File: src/cpu_pkg.sv
// cpu widths, instruction field positions, reset address, opcode and forwarding enums
package cpu_pkg;

    localparam int data_w     = 32;
    localparam int reg_addr_w = 4;
    // 256-word program ROM
    localparam int rom_addr_w = 8;
    localparam int op_w       = 6;

    localparam logic [data_w-1:0] reset_pc = '0;

    ////////////////////////////////////////////////////////////////////////////
    // instruction fields
    ////////////////////////////////////////////////////////////////////////////

    localparam int op_msb  = 31;
    localparam int op_lsb  = 26;
    localparam int rd_msb  = 25;
    localparam int rd_lsb  = 22;
    localparam int rs0_msb = 21;
    localparam int rs0_lsb = 18;
    localparam int rs1_msb = 17;
    localparam int rs1_lsb = 14;
    // immediate sits in the low bits, overlapping rs1
    localparam int imm_w   = 16;

    // an all-zero word decodes as nop
    typedef enum logic [op_w-1:0] {
        op_nop  = 6'h00,
        op_add  = 6'h01,
        op_sub  = 6'h02,
        op_and  = 6'h03,
        op_or   = 6'h04,
        op_xor  = 6'h05,
        op_addi = 6'h06,
        op_beq  = 6'h07,
        op_jmp  = 6'h08,
        op_in   = 6'h09,
        op_out  = 6'h0a
    } opcode_t;

    // operand source for decode
    typedef enum logic [1:0] {
        fwd_rf  = 2'd0,
        fwd_ex  = 2'd1,
        fwd_mem = 2'd2
    } fwd_sel_t;

endpackage

File: src/io_stage.sv
// memory stage: IN and OUT on the FIFO ports, back-pressure and write-back value
`timescale 1ns/1ns

module io_stage (
    input  cpu_pkg::opcode_t                op,
    input  logic [cpu_pkg::reg_addr_w-1:0]  rd,
    input  logic                            we,
    input  logic [cpu_pkg::data_w-1:0]      value,
    input  logic [7:0]                      uart_rx_data,
    input  logic                            empty,
    input  logic                            full,
    output logic                            uart_rd_en,
    output logic                            uart_wr_en,
    output logic [7:0]                      uart_tx_data,
    output logic                            mem_wait,
    output logic [cpu_pkg::reg_addr_w-1:0]  wb_rd,
    output logic                            wb_we,
    output logic [cpu_pkg::data_w-1:0]      wb_data
);
    import cpu_pkg::*;

    logic is_in;
    logic is_out;

    assign is_in  = (op == op_in);
    assign is_out = (op == op_out);

    // rx is fall-through, so the head byte is valid whenever empty is low
    assign uart_rd_en   = is_in && !empty;
    assign uart_wr_en   = is_out && !full;
    assign uart_tx_data = value[7:0];

    assign mem_wait = (is_in && empty) || (is_out && full);

    // no write while waiting, the stage repeats next cycle
    assign wb_rd   = rd;
    assign wb_we   = we && !mem_wait;
    assign wb_data = is_in ? data_w'(uart_rx_data) : value;

endmodule

File: config.mk
export PLATFORM = sky130hd
export DESIGN_NAME = io_stage
export DESIGN_NICKNAME = d
export VERILOG_FILES = /design/src/cpu_pkg.sv /design/src/io_stage.sv
export SDC_FILE = /design/constraint.sdc
export NUM_CORES = 1
export LEC_CHECK = 0
export ABC_AREA = 1
export BUFFER_PORTS_ARGS = -buffer_cell sky130_fd_sc_hd__buf_2
export CELL_PAD_IN_SITES_DETAIL_PLACEMENT = 0
export CELL_PAD_IN_SITES_GLOBAL_PLACEMENT = 1
export CORE_UTILIZATION = 14
export DETAILED_ROUTE_END_ITERATION = 6
export PLACE_DENSITY_LB_ADDON = 0.1
export SLEW_MARGIN = 5
export SYNTH_ARGS = -nofsm -noshare
export SYNTH_HDL_FRONTEND = slang
export SYNTH_SLANG_ARGS = --single-unit
File: constraint.sdc
create_clock -name vclk -period 1.8
set_input_delay 0.27 -clock vclk [all_inputs]
set_output_delay 0.27 -clock vclk [all_outputs]
set_load 0.03 [all_outputs]
==> metrics.txt <==
status finished clean; detailed-route wire length per cell 7.25 µm; maximum vdd ir drop 0.0671 mV; cell at the slowest stage of the critical path nand2_4; setup TNS 0 ns; Setup Fix Bufs, Post-CTS 0; relative area change from synthesis to final layout 79.3%; leading post-synthesis cells by cell area nand2_1, inv_1, buf_4, nand3_1, buf_6; Chip Width between 60 and 70 µm; worst slew slack as a fraction of its limit 0.788; DRT iter0 DRCs 3; remaining antenna violation count after routing 0; min-delay src rd[0]; most instantiated library cell after synthesis nand2_1; switching part of the total 0.649; Layout Nets 241; element type at the critical path start input pin; minimum clock period after layout around 1.5 ns; area of the die around 3900 µm²; Synth warnings 0; top cells by instance count after synthesis nand2_1, inv_1, buf_4; GP Congestion roughly 0.66; area leader, netlist nand2_1; cell area after synthesis around 510 µm²; chain of cells forming the critical path buf_2, inv_1, nor2_4, nand2_4, nand2_1, nand2_1, buf_2; total power divided by cell area around 280 nW/µm²; required time at the endpoint of the critical path between 1.5 and 2 ns; proportion of power drawn by flip-flops and latches 0; Leakage Power 0.000743 µW; area taken by flip-flops and latches 0 µm²; Cell Rows 21; via-per-instance ratio 3.48; Worst Path Buf+Inv 3; IO Pins 101; total of clock buffers placed in the layout 0; number of iterations in the first detailed-routing pass 4; Crit. End Element output port; Worst Path Arrival 1.25 ns; area share of the largest cell type after synthesis 0.315; final clock period utilization by the worst path 0.842; Final Max Tran Viols 0; maximum number of pins on one net before global-route repair 34; Die Ht roughly 63 µm; count of unresolved DRC violations after routing 0; Post-CTS Hold Fix Bufs 0; post_cts resized 0; Tightest Pin Transition 0.318 ns; antenna violations before repair 0; global-route wire length before repair 2770 µm; delay contributed by the slowest stage of the critical path ~0.25 ns; final global-route overflow total 0; Seq/Total Area, Yosys 0; count of flip-flops and latches 0; Routed Wire Length approximately 1700 µm; Std-Cell Core Area ~3400 µm²; Setup CP Type in2out; Max FO, Critical Path 33; design internal power a little over 90 µW; count of mapped cells out of synthesis 107; Post-Syn Nets 160; Hold Violations, Final 0; initial core utilization 0.150; count of filler cells inserted in the layout 421; unrepaired setup endpoints after global routing no; Syn Area/Cell 4.79 µm²; buffers added on ports 93; terminating pin of the worst hold path wb_rd[0]; Max Fclk approximately 0.66 GHz; Post-Route Hold Slack 0.540 ns; placed wire-length estimate after detailed placement 1490 µm; Comb power frac 1.000; number of vias in the routed layout 808; all-layer global routing usage 0.0813; Hold Crit Depth 0; count of inserted antenna diode cells 0; vias in the first global route 690; power dissipated by switching net loads 169 µW; final setup violating endpoints 0; share of power burned in the clock network 0; dominant delay contributor by cell family on the critical path simple AND/OR/NAND/NOR gates; type of the worst min-delay path in2out; ratio of cells with drive above 1 in the final layout 0.543; total of max-cap violations 0; post-synth cell types 11
==> worst max-delay path by stage <==
stage	start	endpoint	slack (ns)	cells after the start
floorplan	op[4]	wb_we	0.34	7
global placement	op[1]	uart_rd_en	0.29	5
detailed placement	op[1]	wb_data[2]	0.23	6
CTS	op[1]	wb_data[2]	0.23	6
global route	op[0]	wb_data[2]	0.12	7
finish	op[0]	wb_data[2]	0.28	7
==> per-stage QoR <==
| step | total power, µW | utilization | setup slack, ns | instance area (µm²) | std cells |
|---|---|---|---|---|---|
| floorplan | 188 | - | 0.345 | 513 | 107 |
| global placement | 265 | 0.269 | 0.288 | 920 | 232 |
| detailed placement | 263 | 0.269 | 0.234 | 920 | 232 |
| CTS | 264 | 0.269 | 0.233 | 920 | 232 |
| global route | 283 | 0.269 | 0.115 | 920 | 232 |
| finish | 261 | 0.269 | 0.285 | 920 | 232 |
==> cells in the final DEF, fill, tap and decap left out <==
cell type / count
buf_2: 93
nand2_1: 43
inv_1: 30
nand3_1: 9
nor2_1: 3
nor2_2: 2
buf_4: 2
nor2_4: 1
nand2_4: 1
nand3_2: 1
nand2_2: 1
==> power by group through the flow <==
| stage | registers (µW) | clock network [µW] | logic [µW] |
|---|---|---|---|
| after floorplan | 0 | 0 | 188 |
| after global placement | 0 | 0 | 265 |
| after detailed placement | 0 | 0 | 263 |
| after CTS | 0 | 0 | 264 |
| after global routing | 0 | 0 | 283 |
| final | 0 | 0 | 261 |
==> kinds of logic (layout without fill, tap and decap cells) <==
logic type	after synthesis	count (layout)	synth area share
buf+inv	46	125	0.476
simple gates	61	61	0.524
==> routing by layer <==
metal  GRT usage  part of all wire
met1      0.0848              0.38
met2       0.168              0.49
met3      0.0182              0.12
met4     0.00291                 0
met5           0                 0
==> layout make-up <==
class	instances	area, µm²	area share
repair buffers	95	480	0.522
multi-input cells	61	269	0.293
inverters	30	113	0.122
well taps	46	57.6	0.0626
Power figures use the tool's default switching activity.
