[src/cpu_pkg.sv]
// cpu widths, instruction field positions, reset address, opcode and forwarding enums
package cpu_pkg;

    localparam int data_w     = 32;
    localparam int reg_addr_w = 4;
    // 256-word program ROM
    localparam int rom_addr_w = 8;
    localparam int op_w       = 6;

    localparam logic [data_w-1:0] reset_pc = '0;

    ////////////////////////////////////////////////////////////////////////////
    // instruction fields
    ////////////////////////////////////////////////////////////////////////////

    localparam int op_msb  = 31;
    localparam int op_lsb  = 26;
    localparam int rd_msb  = 25;
    localparam int rd_lsb  = 22;
    localparam int rs0_msb = 21;
    localparam int rs0_lsb = 18;
    localparam int rs1_msb = 17;
    localparam int rs1_lsb = 14;
    // immediate sits in the low bits, overlapping rs1
    localparam int imm_w   = 16;

    // an all-zero word decodes as nop
    typedef enum logic [op_w-1:0] {
        op_nop  = 6'h00,
        op_add  = 6'h01,
        op_sub  = 6'h02,
        op_and  = 6'h03,
        op_or   = 6'h04,
        op_xor  = 6'h05,
        op_addi = 6'h06,
        op_beq  = 6'h07,
        op_jmp  = 6'h08,
        op_in   = 6'h09,
        op_out  = 6'h0a
    } opcode_t;

    // operand source for decode
    typedef enum logic [1:0] {
        fwd_rf  = 2'd0,
        fwd_ex  = 2'd1,
        fwd_mem = 2'd2
    } fwd_sel_t;

endpackage

[src/register_file.sv]
// sixteen-entry register file, two combinational read ports with write-through
`timescale 1ns/1ns

module register_file (
    input  logic                            clk,
    input  logic                            rstn,
    input  logic [cpu_pkg::reg_addr_w-1:0]  raddr0,
    input  logic [cpu_pkg::reg_addr_w-1:0]  raddr1,
    input  logic                            we,
    input  logic [cpu_pkg::reg_addr_w-1:0]  waddr,
    input  logic [cpu_pkg::data_w-1:0]      wdata,
    output logic [cpu_pkg::data_w-1:0]      rdata0,
    output logic [cpu_pkg::data_w-1:0]      rdata1
);
    import cpu_pkg::*;

    logic [data_w-1:0] regs [0:(1 << reg_addr_w)-1];

    // r0 reads as zero; a same-cycle write is seen by the reader
    function automatic logic [data_w-1:0] read_port(input logic [reg_addr_w-1:0] addr);
        if (addr == '0) begin
            return '0;
        end
        if (we && waddr == addr) begin
            return wdata;
        end
        return regs[addr];
    endfunction

    assign rdata0 = read_port(raddr0);
    assign rdata1 = read_port(raddr1);

    always_ff @(posedge clk) begin
        if (!rstn) begin
            for (int i = 0; i < (1 << reg_addr_w); i++) begin
                regs[i] <= '0;
            end
        end else if (we) begin
            regs[waddr] <= wdata;
        end
    end

endmodule

[config.mk]
export PLATFORM = sky130hd
export DESIGN_NAME = register_file
export DESIGN_NICKNAME = d
export VERILOG_FILES = /design/src/cpu_pkg.sv /design/src/register_file.sv
export SDC_FILE = /design/constraint.sdc
export NUM_CORES = 1
export LEC_CHECK = 0
export ABC_CLOCK_PERIOD_IN_PS = 9500
export CORE_MARGIN = 10
export CORE_UTILIZATION = 30
export DETAILED_ROUTE_END_ITERATION = 7
export DONT_BUFFER_PORTS = 1
export SYNTH_ARGS = -nofsm -noshare
export SYNTH_HDL_FRONTEND = slang
export SYNTH_SLANG_ARGS = --single-unit
[constraint.sdc]
create_clock -name clk -period 9.5 [get_ports clk]
set_input_delay 0.475 -clock clk [delete_from_list [all_inputs] [get_ports clk]]
set_output_delay 0.475 -clock clk [all_outputs]
set_load 0.005 [all_outputs]
==> impl_metrics.toml <==
[yosys]
synth_cell_types = 26
synth_fp_nets = 1954
syn_area_um2 = 28300
synth.avg_cell_area_um2 = 14.8
ys_warn_count = 0
ys_seq_elements = 512
synth_seq_area_share_pct = 54.4
syn_inst = 1907

[setup_path]
critical_path_class = "in -> out"
crit_fanout = 127
cp-start-kind = "input pin"
crit_required_ns = 9.03
crit_arrival_ns = 2.70
end_kind = "output pin"

[timing]
finalCritPeriodShare_pct = 33.4
max_slew_margin_pct = 14.9
fin_crit_ns = 3.17
setup-violations-final = 0
rsz0062_at_grt = "false"
hold_viol_final = 0
fmax_mhz = 315
report.final.slew_viol_count = 0
tightest_slew_ns = 1.28
final.setup.tns_ns = 0

[final_layout]
fill_cells = 9044
largest_register_ffs = 512
final_cell_mix = "and2_1, edfxtp_1, mux4_2"
drive_above_1_share_pct = 21.9
postLayoutCellArea_um2 = 31100
diodes = 0
nets = 1849
area_growth_pct = 10.0
reg.largest.list = "regs x512"
regMostFlops = "regs"

[clock_network]
h-tree-depth = 2
hold_buffers = 0
cts_resized = 0
cts_tree = "built"
clk_path_buf_depth = 3
numClockSinks = 512
post_cts_buffers = 0
path_clk_slew_ns = 0.06
cts-buffers-inserted = 54
clockRootBuffer = "clkbuf_16"

[grt]
grt_use_total_pct = 16.0
grt_pass1_vias = 17800
antenna_found_initial = 2
grt_max_degree = 131
grt_overflow_total = 0
grt_pass1_wl_mm = 126

[power]
vdd_drop_max_uv = 127
p_switching_mw = 1.22
sw_frac_of_total_pct = 22.8
power_density_nw_per_um2 = 172
clockPowerShare_pct = 40.0
pwr-share-comb_pct = 10.1
p_leak_nw = 10.3
p_seq_share_pct = 49.9
intPower_mw = 4.14

[worst_hold_path]
worstHoldStart = "wdata[3]"
min_to = "regs[11][3]"
worst_hold_path_type = "in -> reg"
min_delay_path_depth = 1

[floorplanning]
dieArea_um2 = 107000
die_h_um = 327
boundaryPins = 111
rows = 112
start_util_pct = 30.2
die_w_um = 327
core_area_um2 = 93500

[detailed_routing]
via_count = 16900
antenna_left = 0
dr.first_iter.drc_count = 1904
totalWireLength_mm = 88.0
avgViaCountPerCell = 5.45
route.detailed.drc = 0
avgRoutedWirePerCell_um = 28.4
drt-pass1-iter-count = 5

[placement]
place.gp.congestion = 0.835
dp_hpwl_mm = 50.3
numPortBuffers = 0
dpl_cell_area_um2 = 29300

[job]
drv_cap = 0

[outcome]
status = "complete, no violations"
==> power by group through the flow <==
stage	Clock (mW)	Combinational (mW)	Sequential, mW
5_1_grt	2.27	0.572	2.69
3_5_place_dp	0	0.543	2.73
4_1_cts	2.17	0.545	2.68
6_report	2.14	0.539	2.68
3_3_place_gp	0	0.536	2.71
2_1_floorplan	0	0.469	2.70
==> cells by family (layout without fill, tap and decap cells) <==
| kind of cell | after synthesis | after routing | share of synthesized area [%] |
|---|---|---|---|
| XOR/XNOR | 8 | 8 | 0.248 |
| multiplexers | 324 | 324 | 22.8 |
| AND/OR/NAND/NOR | 794 | 794 | 16.7 |
| buffers and inverters | 191 | 128 | 3.33 |
| flip-flops | 512 | 512 | 54.4 |
| AO/OA/AOI/OAI | 78 | 78 | 2.51 |
==> worst max path at each step <==
| stage | start | to | slack, ns | depth (start not counted) |
|---|---|---|---|---|
| 2_1_floorplan | waddr[2] | regs[1][0] | 5.72 | 3 |
| 3_3_place_gp | rstn | regs[12][22] | 6.36 | 4 |
| 3_5_place_dp | waddr[2] | regs[8][21] | 6.29 | 4 |
| 4_1_cts | raddr1[2] | rdata1[0] | 6.39 | 4 |
| 5_1_grt | raddr0[2] | rdata0[0] | 6.28 | 4 |
| 6_report | raddr1[2] | rdata1[0] | 6.33 | 4 |
==> stage by stage <==
step	power (mW)	setup slack (ns)	instances	utilization (%)	hold WS (ns)
after floorplan	3.17	5.72	1907	-	0.673
after global placement	3.24	6.36	3000	31.4	0.675
after detailed placement	3.27	6.29	3000	31.4	0.678
after CTS	5.40	6.39	3098	33.3	0.0341
after global routing	5.53	6.28	3098	33.3	0.0383
final	5.36	6.33	3098	33.3	0.0639
==> worst max-delay path: stages <==
cell and delay (ns):
xor2_1 0.24, nor3_1 0.38, and4b_2 1.10, a32o_1 0.33
==> routing by layer <==
metal | global-route usage, % | vias to the layer above | part of all wire, %
met5 | 0 | - | 0.0080
met3 | 6.52 | 100 | 13
met4 | 3.57 | 2 | 1.7
li1 | - | 7041 | -
met1 | 20.8 | 8901 | 39
met2 | 24.9 | 831 | 46
==> layout make-up <==
cell class                 count  area (µm²)  area share, %
timing repair buffer          30         225          0.724
clock inverter                35         348           1.12
sequential                   512       15400           49.4
multi-input combinational   1204       12200           39.2
clock buffer                  63        1410           4.52
tap                         1254        1570           5.04
==> cells in the mapped netlist (all sizes together) <==
| cell | count | area share [%] |
|---|---|---|
| nand4b | 2 | 0.062 |
| a22o | 2 | 0.062 |
| xor2 | 6 | 0.19 |
| mux4 | 256 | 20 |
| and4b | 2 | 0.071 |
| clkbuf | 125 | 1.7 |
| o21ai | 12 | 0.21 |
| nor2 | 12 | 0.16 |
| nor3 | 6 | 0.12 |
| nor4 | 2 | 0.089 |
| buf | 66 | 1.7 |
| edfxtp | 512 | 54 |
| or3 | 1 | 0.022 |
| a31oi | 2 | 0.044 |
| nand3b | 62 | 1.6 |
| nand2b | 68 | 1.5 |
| mux2i | 68 | 2.4 |
| a32o | 62 | 2.2 |
| nand2 | 126 | 1.7 |
| xnor2 | 2 | 0.062 |
| nand4 | 1 | 0.022 |
| and2 | 512 | 11 |
No activity file was read; power rests on OpenSTA's default activity.
