==> src/cpu_pkg.sv <==
// cpu widths, instruction field positions, reset address, opcode and forwarding enums
package cpu_pkg;

    localparam int data_w     = 32;
    localparam int reg_addr_w = 4;
    // 256-word program ROM
    localparam int rom_addr_w = 8;
    localparam int op_w       = 6;

    localparam logic [data_w-1:0] reset_pc = '0;

    ////////////////////////////////////////////////////////////////////////////
    // instruction fields
    ////////////////////////////////////////////////////////////////////////////

    localparam int op_msb  = 31;
    localparam int op_lsb  = 26;
    localparam int rd_msb  = 25;
    localparam int rd_lsb  = 22;
    localparam int rs0_msb = 21;
    localparam int rs0_lsb = 18;
    localparam int rs1_msb = 17;
    localparam int rs1_lsb = 14;
    // immediate sits in the low bits, overlapping rs1
    localparam int imm_w   = 16;

    // an all-zero word decodes as nop
    typedef enum logic [op_w-1:0] {
        op_nop  = 6'h00,
        op_add  = 6'h01,
        op_sub  = 6'h02,
        op_and  = 6'h03,
        op_or   = 6'h04,
        op_xor  = 6'h05,
        op_addi = 6'h06,
        op_beq  = 6'h07,
        op_jmp  = 6'h08,
        op_in   = 6'h09,
        op_out  = 6'h0a
    } opcode_t;

    // operand source for decode
    typedef enum logic [1:0] {
        fwd_rf  = 2'd0,
        fwd_ex  = 2'd1,
        fwd_mem = 2'd2
    } fwd_sel_t;

endpackage

==> src/exec.sv <==
// ALU, branch compare and redirect target
`timescale 1ns/1ns

module exec (
    input  cpu_pkg::opcode_t                op,
    input  logic [cpu_pkg::reg_addr_w-1:0]  rd,
    input  logic [cpu_pkg::data_w-1:0]      imm,
    input  logic [cpu_pkg::data_w-1:0]      pc,
    input  logic [cpu_pkg::data_w-1:0]      opa,
    input  logic [cpu_pkg::data_w-1:0]      opb,
    output logic [cpu_pkg::data_w-1:0]      result,
    output logic [cpu_pkg::reg_addr_w-1:0]  out_rd,
    output cpu_pkg::opcode_t                out_op,
    output logic                            out_we,
    output logic                            redirect,
    output logic [cpu_pkg::data_w-1:0]      target
);
    import cpu_pkg::*;

    // word offset to byte offset
    logic [data_w-1:0] imm_x4;

    assign imm_x4 = {imm[data_w-3:0], 2'b00};
    assign out_rd = rd;
    assign out_op = op;

    always_comb begin
        result   = '0;
        out_we   = 1'b0;
        redirect = 1'b0;
        target   = imm_x4;
        case (op)
            op_add, op_addi: begin
                result = opa + opb;
                out_we = 1'b1;
            end
            op_sub: begin
                result = opa - opb;
                out_we = 1'b1;
            end
            op_and: begin
                result = opa & opb;
                out_we = 1'b1;
            end
            op_or: begin
                result = opa | opb;
                out_we = 1'b1;
            end
            op_xor: begin
                result = opa ^ opb;
                out_we = 1'b1;
            end
            // relative to the branch's own pc
            op_beq: begin
                redirect = (opa == opb);
                target   = pc + imm_x4;
            end
            op_jmp: begin
                redirect = 1'b1;
            end
            // value arrives in the memory stage
            op_in: begin
                out_we = 1'b1;
            end
            op_out: begin
                result = opa;
            end
            default: begin
            end
        endcase
    end

endmodule

==> config.mk <==
export PLATFORM = sky130hd
export DESIGN_NAME = exec
export DESIGN_NICKNAME = d
export VERILOG_FILES = /design/src/cpu_pkg.sv /design/src/exec.sv
export SDC_FILE = /design/constraint.sdc
export NUM_CORES = 1
export LEC_CHECK = 0
export ABC_AREA = 1
export BUFFER_PORTS_ARGS = -buffer_cell sky130_fd_sc_hd__buf_2
export CAP_MARGIN = 10
export CORE_UTILIZATION = 62
export DETAILED_ROUTE_END_ITERATION = 10
export GPL_TIMING_DRIVEN = 0
export PLACE_DENSITY_LB_ADDON = 0.12
export SETUP_SLACK_MARGIN = 0.15
export SLEW_MARGIN = 10
export SYNTH_ARGS = -nofsm -noshare
export SYNTH_HDL_FRONTEND = slang
export SYNTH_SLANG_ARGS = --single-unit
==> constraint.sdc <==
create_clock -name vclk -period 9
set_clock_uncertainty 0.1 [all_clocks]
set_input_delay 2.7 -clock vclk [all_inputs]
set_output_delay 2.7 -clock vclk [all_outputs]
set_load 0.01 [all_outputs]
==> results of run 1 <==
[logic make-up after synthesis]
logic type	after synthesis	share of synthesized area
fa+ha+maj	136	0.193
xor+xnor	5	0.00490
simple gates	1004	0.470
compound gates	219	0.142
buf+inv	427	0.191
[cell usage after synthesis (all sizes together)]
| cell type | count |
|---|---|
| and2 | 2 |
| nor3b | 1 |
| nand2 | 625 |
| nand3b | 6 |
| nand4 | 22 |
| a21oi | 91 |
| inv | 372 |
| nand3 | 179 |
| fa | 3 |
| o211ai | 7 |
| or2 | 5 |
| o2111ai | 1 |
| clkbuf | 3 |
| a221oi | 22 |
| xor2 | 2 |
| o21bai | 8 |
| clkinv | 2 |
| nor2 | 135 |
| nor4 | 3 |
| buf | 50 |
| o22ai | 31 |
| and3 | 1 |
| xnor2 | 3 |
| o21ai | 56 |
| ha | 133 |
| o221ai | 1 |
| a211oi | 1 |
| nor3 | 25 |
| a22oi | 1 |
[power breakdown]
group	switching (mW)	total, mW	leakage [nW]	internal [mW]
Clock	0	0.0000000149	0.00000634	0.0000000149
Combinational	0.362	0.541	6.57	0.179
Sequential	0	0	0	0
[critical path, cell delays in order]
cell and delay (ns):
buf_2 0.12, inv_1 0.05, ha_1 0.40, nor2_1 0.29
nand3_1 0.12, nand3_1 0.24, nand2_1 0.13, nand3_1 0.20
nand2_1 0.14, nand2_1 0.09, nand2_1 0.05, nand3_1 0.06
nand3_1 0.06, buf_2 0.15
[placed cells by master, fill, tap and decap left out, types with 22 or more instances in the layout]
| cell type | n |
|---|---|
| o22ai_1 | 31 |
| o21ai_0 | 50 |
| inv_1 | 364 |
| nand2_1 | 622 |
| ha_1 | 133 |
| nand4_1 | 22 |
| nor2_1 | 130 |
| nor3_1 | 22 |
| a21oi_1 | 91 |
| a221oi_1 | 22 |
| nand3_1 | 177 |
| buf_2 | 242 |
[area by class of cell]
class              count  share of cell area
diodes                 1            0.000245
plain buffers         53              0.0299
inverters            374               0.137
multi-input cells   1364               0.708
well taps            180              0.0220
repair buffers       208               0.102
[routing by layer]
layer  routed length [um]  part of all wire  GRT usage
met5                    0                 0          0
met4                 1850             0.056      0.231
met3                 3910              0.12     0.0669
met2                14600              0.44      0.723
met1                12700              0.38      0.527
[stage by stage]
stage / area (um^2) / utilization
3_3_place_gp: 10200 / 0.730
4_1_cts: 10200 / 0.730
6_report: 10200 / 0.730
3_5_place_dp: 10200 / 0.730
2_1_floorplan: 8950 / -
5_1_grt: 10200 / 0.730
[path summary, 6_finish.rpt]
check / start / end / slack (ns) / cells after the start
hold / removal: rd[2] / out_rd[2] / 5.48 / 2
setup / recovery: opa[3] / result[29] / 1.40 / 14
==> flow_summary_export.csv, run 1 <==
group,metric,value,unit
sta,tightest_slew,0.826,ns
cells_and_area,instances_no_fill,2180,
sta,fmax,0.132,GHz
cells_and_area,clkbuf_count,0,
status,status,"finished, final reports clean",
run,maxCapViolations,0,
drt,ant_nets,0,
die,rows,43,
sta,rsz0062_at_grt,"false",
placement,dp_slack,1.49,ns
cells_and_area,multi_input_area,7240,um^2
die,die_w,122,um
global_routing,grt_pass1_vias,10927,
power_and_ir_drop,irDropWorstVdd,0.0309,mV
synthesis,synth_nets,2065,
die,fp.dieH,122,um
synthesis,synth_warnings,0,
cells_and_area,n_fill_cell,1372,
die,start_util,0.640,
cells_and_area,register_area,0,um^2
cts,postCtsSetupRepairBufs,0,
drt,drt_iter0_markers,1472,
drt,wirelength,33.1,mm
sta,setup_ws,1.40,ns
die,core,14000,um^2
global_routing,antenna_found_initial,0,
synthesis,synth_area_leaders,"nand2_1 26%, ha_1 19%, inv_1 15%, nand3_1 9.9%, nor2_1 5.5%",
drt,via_count,12371,
cells_and_area,design.seq.count,0,
die,dieArea,14900,um^2
critical_path,cp_max_fo,7,
power_and_ir_drop,p_total,0.541,mW
placement,place_inst,2179,
placement,gp_congestion,1.06,
critical_path,cp.arrival,4.80,ns
placement,dp_hpwl,28.1,mm
critical_path,required,6.20,ns
critical_path,end_kind,"primary output",
cts,cts_hold_buf,0,
sta,timing.hold.ws,5.48,ns
sta,fin_setup_tns,0,ns
global_routing,grt_overflow_total,0,
power_and_ir_drop,p_leak,6.57,nW
sta,slew_headroom,0.449,
critical_path,crit_type,"primary input to primary output",
drt,vias_per_cell,5.67,
synthesis,yosys.area.top_type,"nand2_1",
drt,wl_per_cell,15.2,um
worst_hold_path,min_path_type,"primary input to primary output",
sta,report.final.slew_viol_count,0,
sta,finalCritPeriodShare,0.845,
sta,hold_viol,0,
drt,drcViolationCount,0,
synthesis,synth.distinct_cells,37,
cells_and_area,nets,2275,
cells_and_area,drive_gt1_frac,0.143,
drt,drt-pass1-iter-count,8,
global_routing,grt_max_degree,11,
power_and_ir_drop,p_per_area,52.9,nW/um^2
synthesis,syn_inst,1791,
placement,numPortBuffers,208,
global_routing,gr-usage-all-layers,0.431,
die,pin_count,214,
cts,cts-resized-gates,0,
global_routing,grt_pass1_wl,51.1,mm
synthesis,avgSynthCellArea,5.00,um^2
cells_and_area,area_growth,14.2,%
synthesis,yosysSeqAreaShare,0,
synthesis,syn_area,8950,um^2
sta,setup_viol,0,
critical_path,cp-start-kind,"primary input",
sta,period_needed,7.60,ns
synthesis,synth_top_area_frac,0.261,
Note: power is estimated with default switching activity, not from simulation.
==> inputs of run 2 (changes only) <==
Settings changed: CORE_UTILIZATION 62 to 52.
Clock period 9 ns to 6.4 ns, I/O delays scaled along.
==> flow_summary_export.csv, run 2 (same netlist as run 1, synthesis figures left out) <==
group,metric,value,unit
status,status,"finished, final reports clean",
drt,drt_iter0_markers,1181,
cells_and_area,area_growth,14.9,%
sta,slew_headroom,0.479,
placement,dp_slack,0.289,ns
die,fp.dieH,133,um
worst_hold_path,min_path_type,"primary input to primary output",
power_and_ir_drop,p_leak,6.56,nW
die,pin_count,214,
die,dieArea,17700,um^2
die,core,16700,um^2
cells_and_area,design.seq.count,0,
die,rows,47,
die,die_w,133,um
power_and_ir_drop,p_total,0.771,mW
drt,drt-pass1-iter-count,6,
critical_path,cp_max_fo,7,
global_routing,gr-usage-all-layers,0.389,
cells_and_area,register_area,0,um^2
sta,report.final.slew_viol_count,0,
placement,numPortBuffers,208,
cts,postCtsSetupRepairBufs,0,
run,maxCapViolations,0,
drt,ant_nets,0,
global_routing,antenna_found_initial,1,
critical_path,cp.arrival,4.18,ns
sta,setup_viol,0,
sta,fmax,0.161,GHz
critical_path,crit_path_cell_trace,"buf_2 > inv_1 > ha_1 > nor2_1 > nand3_1 > nand3_1 > nand2_1 > nand3_1 > nand2_1 > nand2_1 > nand2_1 > nand3_1 > nand3_1 > buf_2",
drt,drcViolationCount,0,
critical_path,required,4.38,ns
cells_and_area,final_common_cell,"nand2_1",
sta,tightest_slew,0.782,ns
placement,gp_congestion,1.01,
critical_path,crit_type,"primary input to primary output",
cells_and_area,utilization,0.615,
sta,fin_setup_tns,0,ns
critical_path,cp_common_cell,"nand3_1",
drt,via_count,12304,
placement,place_inst,2219,
drt,wirelength,35.5,mm
critical_path,end_kind,"primary output",
critical_path,cp-start-kind,"primary input",
cells_and_area,clkbuf_count,0,
global_routing,grt_max_degree,11,
cells_and_area,instances_no_fill,2221,
critical_path,max_stage_delay,0.40,ns
sta,setup_ws,0.196,ns
drt,wl_per_cell,16.0,um
power_and_ir_drop,irDropWorstVdd,0.0466,mV
sta,period_needed,6.20,ns
sta,rsz0062_at_grt,"false",
worst_hold_path,hold_depth,2,
sta,hold_viol,0,
critical_path,cpMaxStageDelayCell,"ha_1",
sta,finalCritPeriodShare,0.969,
global_routing,grt_pass1_wl,55.2,mm
drt,vias_per_cell,5.54,
cells_and_area,nets,2275,
die,start_util,0.536,
cells_and_area,drive_gt1_frac,0.143,
power_and_ir_drop,p_per_area,75.0,nW/um^2
global_routing,grt_overflow_total,0,
cells_and_area,most-common-layout-cells,"622 x nand2_1, 364 x inv_1, 242 x buf_2, 177 x nand3_1, 132 x ha_1",
global_routing,grt_pass1_vias,11085,
placement,dp_hpwl,30.3,mm
## run 2: cell count changes in the layout (fill, tap and decap cells not counted)
cell | before | now
diode_2 | 1 | 2
nor2_4 | 0 | 1
ha_2 | 0 | 1
nor2_2 | 5 | 4
ha_1 | 133 | 132
## run 2: final cells by class
cell class | instances | area (um^2)
well taps | 220 | 275
fillers | 1804 | 6430
multi-input cells | 1364 | 7240
plain buffers | 53 | 305
diodes | 2 | 5.00
inverters | 374 | 1400
repair buffers | 208 | 1040
## run 2: per-stage QoR
step / hold WS [ns] / instance area (um^2)
2_1_floorplan: 3.83 / 8950
3_3_place_gp: 3.92 / 10300
3_5_place_dp: 3.93 / 10300
4_1_cts: 3.92 / 10300
5_1_grt: 3.93 / 10300
6_report: 3.92 / 10300
## run 2: repair_timing
item	4_1_cts	5_1_grt
hold buffers	0	0
endpoints found under the setup margin	0	2
resized for setup	0	2
endpoints found under the hold margin	0	0
## run 2: path summary, 6_finish.rpt
kind / startpoint / to / slack (ns)
setup / recovery: opa[3] / result[29] / 0.20
hold / removal: rd[0] / out_rd[0] / 3.92
## run 2: where the power goes
group	total [mW]	internal [mW]	switching, mW
clock	0.0000000419	0.0000000419	0
sequential	0	0	0
combinational	0.771	0.252	0.519
total	0.771	0.252	0.519
## run 2: critical path, delay by kind of cell
kind | cells | cell delay, ns
adders and majority gates | 1 | 0.40
buffers and inverters | 3 | 0.32
and+or+nand+nor | 10 | 1.53
## run 2: routing by layer
layer	track usage	wire [um]	vias to the layer above
li1	-	-	6054
met1	0.489	13900	5431
met2	0.677	16100	700
met3	0.0422	3850	119
met4	0.157	1700	0
met5	0	0	-
