--- src/cpu_pkg.sv ---
// cpu widths, instruction field positions, reset address, opcode and forwarding enums
package cpu_pkg;

    localparam int data_w     = 32;
    localparam int reg_addr_w = 4;
    // 256-word program ROM
    localparam int rom_addr_w = 8;
    localparam int op_w       = 6;

    localparam logic [data_w-1:0] reset_pc = '0;

    ////////////////////////////////////////////////////////////////////////////
    // instruction fields
    ////////////////////////////////////////////////////////////////////////////

    localparam int op_msb  = 31;
    localparam int op_lsb  = 26;
    localparam int rd_msb  = 25;
    localparam int rd_lsb  = 22;
    localparam int rs0_msb = 21;
    localparam int rs0_lsb = 18;
    localparam int rs1_msb = 17;
    localparam int rs1_lsb = 14;
    // immediate sits in the low bits, overlapping rs1
    localparam int imm_w   = 16;

    // an all-zero word decodes as nop
    typedef enum logic [op_w-1:0] {
        op_nop  = 6'h00,
        op_add  = 6'h01,
        op_sub  = 6'h02,
        op_and  = 6'h03,
        op_or   = 6'h04,
        op_xor  = 6'h05,
        op_addi = 6'h06,
        op_beq  = 6'h07,
        op_jmp  = 6'h08,
        op_in   = 6'h09,
        op_out  = 6'h0a
    } opcode_t;

    // operand source for decode
    typedef enum logic [1:0] {
        fwd_rf  = 2'd0,
        fwd_ex  = 2'd1,
        fwd_mem = 2'd2
    } fwd_sel_t;

endpackage

--- src/hazard_unit.sv ---
// forwarding selects and load-use stall detection
`timescale 1ns/1ns

module hazard_unit (
    input  logic [cpu_pkg::reg_addr_w-1:0]  rs0,
    input  logic [cpu_pkg::reg_addr_w-1:0]  rs1,
    input  logic [cpu_pkg::reg_addr_w-1:0]  ex_rd,
    input  logic                            ex_we,
    input  logic                            ex_is_in,
    input  logic [cpu_pkg::reg_addr_w-1:0]  mem_rd,
    input  logic                            mem_we,
    output cpu_pkg::fwd_sel_t               fwd0,
    output cpu_pkg::fwd_sel_t               fwd1,
    output logic                            lwstall
);
    import cpu_pkg::*;

    // youngest producer wins, r0 is never forwarded
    function automatic fwd_sel_t select(input logic [reg_addr_w-1:0] rs);
        if (rs == '0) begin
            return fwd_rf;
        end
        if (ex_we && ex_rd == rs) begin
            return fwd_ex;
        end
        if (mem_we && mem_rd == rs) begin
            return fwd_mem;
        end
        return fwd_rf;
    endfunction

    assign fwd0 = select(rs0);
    assign fwd1 = select(rs1);

    // IN data exists only in the memory stage
    assign lwstall = ex_is_in && ex_we && (ex_rd != '0) &&
                     (ex_rd == rs0 || ex_rd == rs1);

endmodule

--- config.mk ---
export PLATFORM = sky130hd
export DESIGN_NAME = hazard_unit
export DESIGN_NICKNAME = d
export VERILOG_FILES = /design/src/cpu_pkg.sv /design/src/hazard_unit.sv
export SDC_FILE = /design/constraint.sdc
export NUM_CORES = 1
export LEC_CHECK = 0
export ABC_AREA = 1
export BUFFER_PORTS_ARGS = -buffer_cell sky130_fd_sc_hd__buf_4
export CAP_MARGIN = 20
export CORE_AREA = 8 8 45 47
export DETAILED_ROUTE_END_ITERATION = 8
export DIE_AREA = 0 0 53 55
export PLACE_DENSITY_LB_ADDON = 0.05
export SLEW_MARGIN = 20
export SYNTH_ARGS = -nofsm -noshare
export SYNTH_HDL_FRONTEND = slang
export SYNTH_SLANG_ARGS = --single-unit
export TNS_END_PERCENT = 50
--- constraint.sdc ---
create_clock -name vclk -period 1.8
set_clock_uncertainty 0.1 [all_clocks]
set_input_delay 0.36 -clock vclk [all_inputs]
set_output_delay 0.36 -clock vclk [all_outputs]
set_load 0.05 [all_outputs]
==> results of run 1 <==
[path summary, 6_finish.rpt]
check | start | cells past startpoint | endpoint | slack [ps]
setup / recovery | mem_rd[3] | 7 | fwd1[1] | 180
hold / removal | ex_is_in | 4 | lwstall | 1020
[placed cells by master, fill, tap and decap left out, types with 2 or more instances in the layout]
master / count
buf_4: 24
nand2_2: 2
nand2_1: 38
inv_2: 5
nor2_1: 11
nor3_2: 2
inv_1: 15
nand3_1: 5
nor2_2: 5
o21ai_0: 5
[worst min-delay path: cells and delay by family]
family / cells / cell delay (ps)
buffers and inverters: 2 / 290
AO/OA/AOI/OAI: 1 / 30
AND/OR/NAND/NOR: 1 / 80
[cell type report]
cell class                      instances  area, sq um  share of cell area [%]
Tap cell                               16        20.02                   3.404
Inverter                               20        75.07                   12.77
Timing Repair Buffer                   24        180.2                   30.64
Multi-Input combinational cell         70        312.8                   53.19
[cells by family after synthesis]
family | Yosys count | share of synthesized area, %
compound gates | 6 | 8.766
simple gates | 64 | 71.75
buf+inv | 20 | 19.48
[layer usage]
layer,vias up,global-route usage [%],wire [um]
met2,14,16.41,629
li1,314,-,-
met1,229,11.16,572
met5,-,0,0
met4,0,0,0
met3,0,1.872,94
[power by group through the flow]
| stage | Sequential [mW] | Clock (mW) | Combinational (mW) |
|---|---|---|---|
| 2_1_floorplan | 0 | 0 | 0.0726 |
| 3_3_place_gp | 0 | 0 | 0.132 |
| 3_5_place_dp | 0 | 0 | 0.132 |
| 4_1_cts | 0 | 0 | 0.132 |
| 5_1_grt | 0 | 0 | 0.147 |
| 6_report | 0 | 0 | 0.130 |
[metrics by stage]
step / utilization [%] / instance area, sq um / worst slack [ps] / power [mW]
after floorplan: - / 387.9 / 5.017 / 0.07259
after global placement: 42.50 / 588.1 / 168.2 / 0.1321
after detailed placement: 42.50 / 588.1 / 174.7 / 0.1317
after CTS: 42.50 / 588.1 / 173.5 / 0.1322
after global routing: 42.50 / 588.1 / 62.46 / 0.1471
final: 42.50 / 588.1 / 178.0 / 0.1305
==> reports/metrics.yaml, run 1 <==
run_status:
  outcome: "complete, no violations"
power:
  sequentialPowerShare_pct: 0
  clkPwrFrac_pct: 0
  power_density_nw_per_um2: 221.9
  swShare_pct: 56.97
  power_switching_mw: 0.07434
  irDropWorstVdd_mv: 0.06892
  intPower_mw: 0.05615
  pwr-share-comb_pct: 100.0
  p_leak_nw: 0.3936
floorplanning:
  core_sq_um: 1384
  ios: 24
  dieArea_sq_um: 2915
  start_util_pct: 27.85
  die_w_um: 53
  rows: 14
  die_h_um: 55
worst_setup_path:
  path_class: "in2out"
  crit_required_ps: 1340
  cp_cell_sequence: "buf_4 -> inv_1 -> o21ai_0 -> nor2_1 -> nand3_1 -> nor2_1 -> buf_4"
  critPathLaunchType: "input pin"
  critPathCaptureType: "primary output"
  max_stage_delay_ps: 200
  critPathMaxFanout: 3
  cp_top_family: "buffers and inverters"
  worstPathArrival_ps: 1160
  cp_slowest_cell: "buf_4"
  cp_num_buf_inv: 3
timing:
  slew_headroom_pct: 88.33
  period_share_pct: 90.11
  fin_setup_tns_ps: 0
  setup_violations: 0
  max_freq_mhz: 616.5
  final_hold_viol_count: 0
  worst_hold_slack_ps: 1023
  tightest_slew_ps: 173.3
  rsz0062_at_grt: "no"
  maxSlewViolCount: 0
  fin_crit_ps: 1622
yosys:
  yosysTopAreaCell: "nand2_1"
  yosys.cell_types.count: 11
  postSynthAreaPerCell_sq_um: 4.282
  syn-num-nets: 109
  synth_common_cells: "nand2_1, inv_1, nor2_1"
  synth_top_area_share_pct: 37.01
  synthTopCellsByArea: "nand2_1, inv_1, nor2_1"
  seq_area_frac_synth_pct: 0
  synth_area_sq_um: 385.4
  synth_cells: 90
  yosysMostFrequentCell: "nand2_1"
  ys_warn_count: 0
detailed_routing:
  postRouteWirelength_mm: 1.296
  viasPerCell: 4.285
  drtIter0Drc: 12
  ant_nets: 0
  drc_errors: 0
  vias: 557
  wire_per_inst_um: 9.969
  firstDrtPassIters: 4
cells_and_area:
  n_antenna_cell: 0
  drive_above_1_share_pct: 34.21
  clock_buffer_count: 0
  nFlopsAndLatches: 0
  final_cells: 130
  nFillCells: 177
  syn_to_final_growth_pct: 52.60
  nets: 135
  regArea_sq_um: 0
global_routing:
  grt_pass1_wl_mm: 2.145
  grt_max_degree: 5
  gr-total-overflow: 0
  antenna_found_initial: 0
  grtUsageTotal_pct: 8.992
  grt_pass1_vias: 546
placed_design:
  dp_cells: 130
  dp_hpwl_mm: 1.188
  port_buffers: 24
  place.gp.congestion: 0.7636
clock_network:
  postCtsHoldBufs: 0
  cts_setup_buffers: 0
  cts_resized: 0
job:
  cap_violations: 0
min_path:
  worst_hold_path_type: "in2out"
No activity file was read; power rests on OpenSTA's default activity.
==> run 2, diff against run 1 <==
CELL_PAD_IN_SITES_DETAIL_PLACEMENT = 2   (was unset)
CELL_PAD_IN_SITES_GLOBAL_PLACEMENT = 2   (was unset)
CORE_AREA = unset   (was 8 8 45 47)
CORE_ASPECT_RATIO = 1.4   (was unset)
CORE_MARGIN = 8   (was unset)
CORE_UTILIZATION = 18   (was unset)
DIE_AREA = unset   (was 0 0 53 55)
clock period = 1.82 ns   (was 1.8 ns; I/O delays follow)
==> run 2 against run 1 <==
Net effect:
- sequential share of layout area did not move
- via count is 7.0% higher
- critical path depth up 1
- setup slack worse by 54 ps
- die area increased by 34%
- cell area rose by 0.85%
- routed wire length increased by 41%
- global-route usage grew 0.38 points
- total power increased by 2.9%
- final cell count up 4.6%
- utilization fell by 14 points
- count of clock-buffer cells in the layout unchanged
- critical endpoint is now fwd1[0]
- largest cell class unchanged
- highest routed layer unchanged
==> reports/metrics.yaml, run 2 (synthesis results as in run 1) <==
floorplanning:
  die_h_um: 70.75  # was 55 um
  start_util_pct: 18.33  # was 27.85%
  rows: 20  # was 14
  ios: 24  # unchanged
  core_sq_um: 2102  # was 1384 sq um
  die_w_um: 55.11  # was 53 um
  dieArea_sq_um: 3898  # was 2915 sq um
clock_network:
  postCtsHoldBufs: 0  # unchanged
  cts_setup_buffers: 0  # unchanged
  cts_resized: 0  # unchanged
placed_design:
  port_buffers: 24  # unchanged
  dpl_cell_area_sq_um: 593.1  # was 588.1 sq um
  dp_hpwl_mm: 1.709  # was 1.188 mm
  place.gp.congestion: 0.7722  # was 0.7636
detailed_routing:
  ant_nets: 0  # unchanged
  viasPerCell: 4.382  # was 4.285
  wl_met3_um: 142  # was 94 um
  wire_per_inst_um: 13.40  # was 9.969 um
  vias: 596  # was 557
  drc_errors: 0  # unchanged
  firstDrtPassIters: 4  # unchanged
  drtIter0Drc: 9  # was 12
  postRouteWirelength_mm: 1.822  # was 1.296 mm
  top_layer: "met3"  # unchanged
  wl_met1_um: 679  # was 572 um
  met2WireLength_mm: 1.001  # was 629 um
power:
  power_switching_mw: 0.07871  # was 0.07434 mW
  clkPwrFrac_pct: 0  # about the same
  sequentialPowerShare_pct: 0  # about the same
  p_leak_nw: 0.3941  # was 0.3936 nW
  power_density_nw_per_um2: 226.3  # was 221.9 nW/um^2
  intPower_mw: 0.05553  # was 0.05615 mW
  finalPower_mw: 0.1342  # was 0.1305 mW
  swShare_pct: 58.63  # was 56.97%
  irDropWorstVdd_mv: 0.05653  # was 0.06892 mV
  pwr-share-comb_pct: 100.0  # about the same
worst_setup_path:
  cp_slowest_cell: "buf_4"  # unchanged
  cp_top_family: "simple AND/OR/NAND/NOR gates"  # was buffers and inverters
  crit_required_ps: 1360  # was 1340 ps
  worstPathArrival_ps: 1230  # was 1160 ps
  path_class: "in2out"  # unchanged
  critPathMaxFanout: 3  # unchanged
  cp_cell_sequence: "buf_4 -> inv_1 -> nand2_1 -> nand2_1 -> nor2_2 -> nand2_2 -> nor3_2 -> buf_4"  # was buf_4 -> inv_1 -> o21ai_0 -> nor2_1 -> nand3_1 -> nor2_1 -> buf_4
  critPathLaunchType: "input pin"  # unchanged
  critPathCaptureType: "primary output"  # unchanged
  cp_num_buf_inv: 3  # unchanged
  max_stage_delay_ps: 230  # was 200 ps
min_path:
  worst_hold_path_type: "in2out"  # unchanged
timing:
  maxSlewViolCount: 0  # unchanged
  rsz0062_at_grt: "no"  # unchanged
  fin_setup_tns_ps: 0  # unchanged
  setup_violations: 0  # unchanged
  period_share_pct: 93.17
  fin_crit_ps: 1696
  tightest_slew_ps: 181.7  # was 173.3 ps
  final_hold_viol_count: 0  # unchanged
  slew_headroom_pct: 87.82  # was 88.33%
  max_freq_mhz: 589.7
cells_and_area:
  regArea_sq_um: 0  # unchanged
  nets: 135  # unchanged
  final_common_cell: "nand2_1"  # unchanged
  n_antenna_cell: 0  # unchanged
  drive_above_1_share_pct: 33.33  # was 34.21%
  nFillCells: 297  # was 177
  design_area_sq_um: 593.1  # was 588.1 sq um
  syn_to_final_growth_pct: 53.90  # was 52.60%
  nFlopsAndLatches: 0  # unchanged
  layout_common_cells: "nand2_1, buf_4, inv_1"  # unchanged
  clock_buffer_count: 0  # unchanged
global_routing:
  antenna_found_initial: 0  # unchanged
  grtUsageTotal_pct: 9.373  # was 8.992%
  grt_pass1_vias: 670  # was 546
  grt_max_degree: 5  # unchanged
  grt_pass1_wl_mm: 2.904  # was 2.145 mm
  gr-total-overflow: 0  # unchanged
job:
  cap_violations: 0  # unchanged
run_status:
  outcome: "complete, no violations"  # unchanged
==> run 2: cell types whose count changed in the layout (fill, tap and decap cells not counted) <==
cell	previous run	this run
nor2_1	11	12
nor2_2	5	4
==> run 2: power groups by stage <==
stage,clock network (mW),registers (mW),logic [mW]
floorplan,0,0,0.0714
global placement,0,0,0.135
detailed placement,0,0,0.138
CTS,0,0,0.138
global route,0,0,0.150
finish,0,0,0.134
==> run 2: worst paths after layout <==
check	startpoint	endpoint	cells after the start
worst min-delay path	ex_is_in	lwstall	4
worst max-delay path	ex_rd[2]	fwd1[0]	8
==> run 2: per-stage QoR <==
| step | instances | hold slack (ps) | utilization (%) | setup WS [ps] |
|---|---|---|---|---|
| 4_1_cts | 136 | 1034 | 28.21 | 111.5 |
| 6_report | 136 | 1029 | 28.21 | 124.2 |
| 3_3_place_gp | 136 | 1034 | 28.21 | 132.7 |
| 5_1_grt | 136 | 1044 | 28.21 | 29.97 |
| 3_5_place_dp | 136 | 1033 | 28.21 | 118.4 |
| 2_1_floorplan | 90 | 810.0 | - | 6.577 |
==> run 2: cell type report <==
type                            count  area (sq um)  area share [%]
Tap cell                           22         27.53           4.641
Timing Repair Buffer               24         180.2           30.38
Multi-Input combinational cell     70         310.3           52.32
Inverter                           20         75.07           12.66
==> run 2: routing by layer <==
layer | up-vias | GRT usage (%)
met1 | 267 | 9.893
met2 | 15 | 18.63
met4 | 0 | 0
met3 | 0 | 1.468
li1 | 314 | -
met5 | - | 0
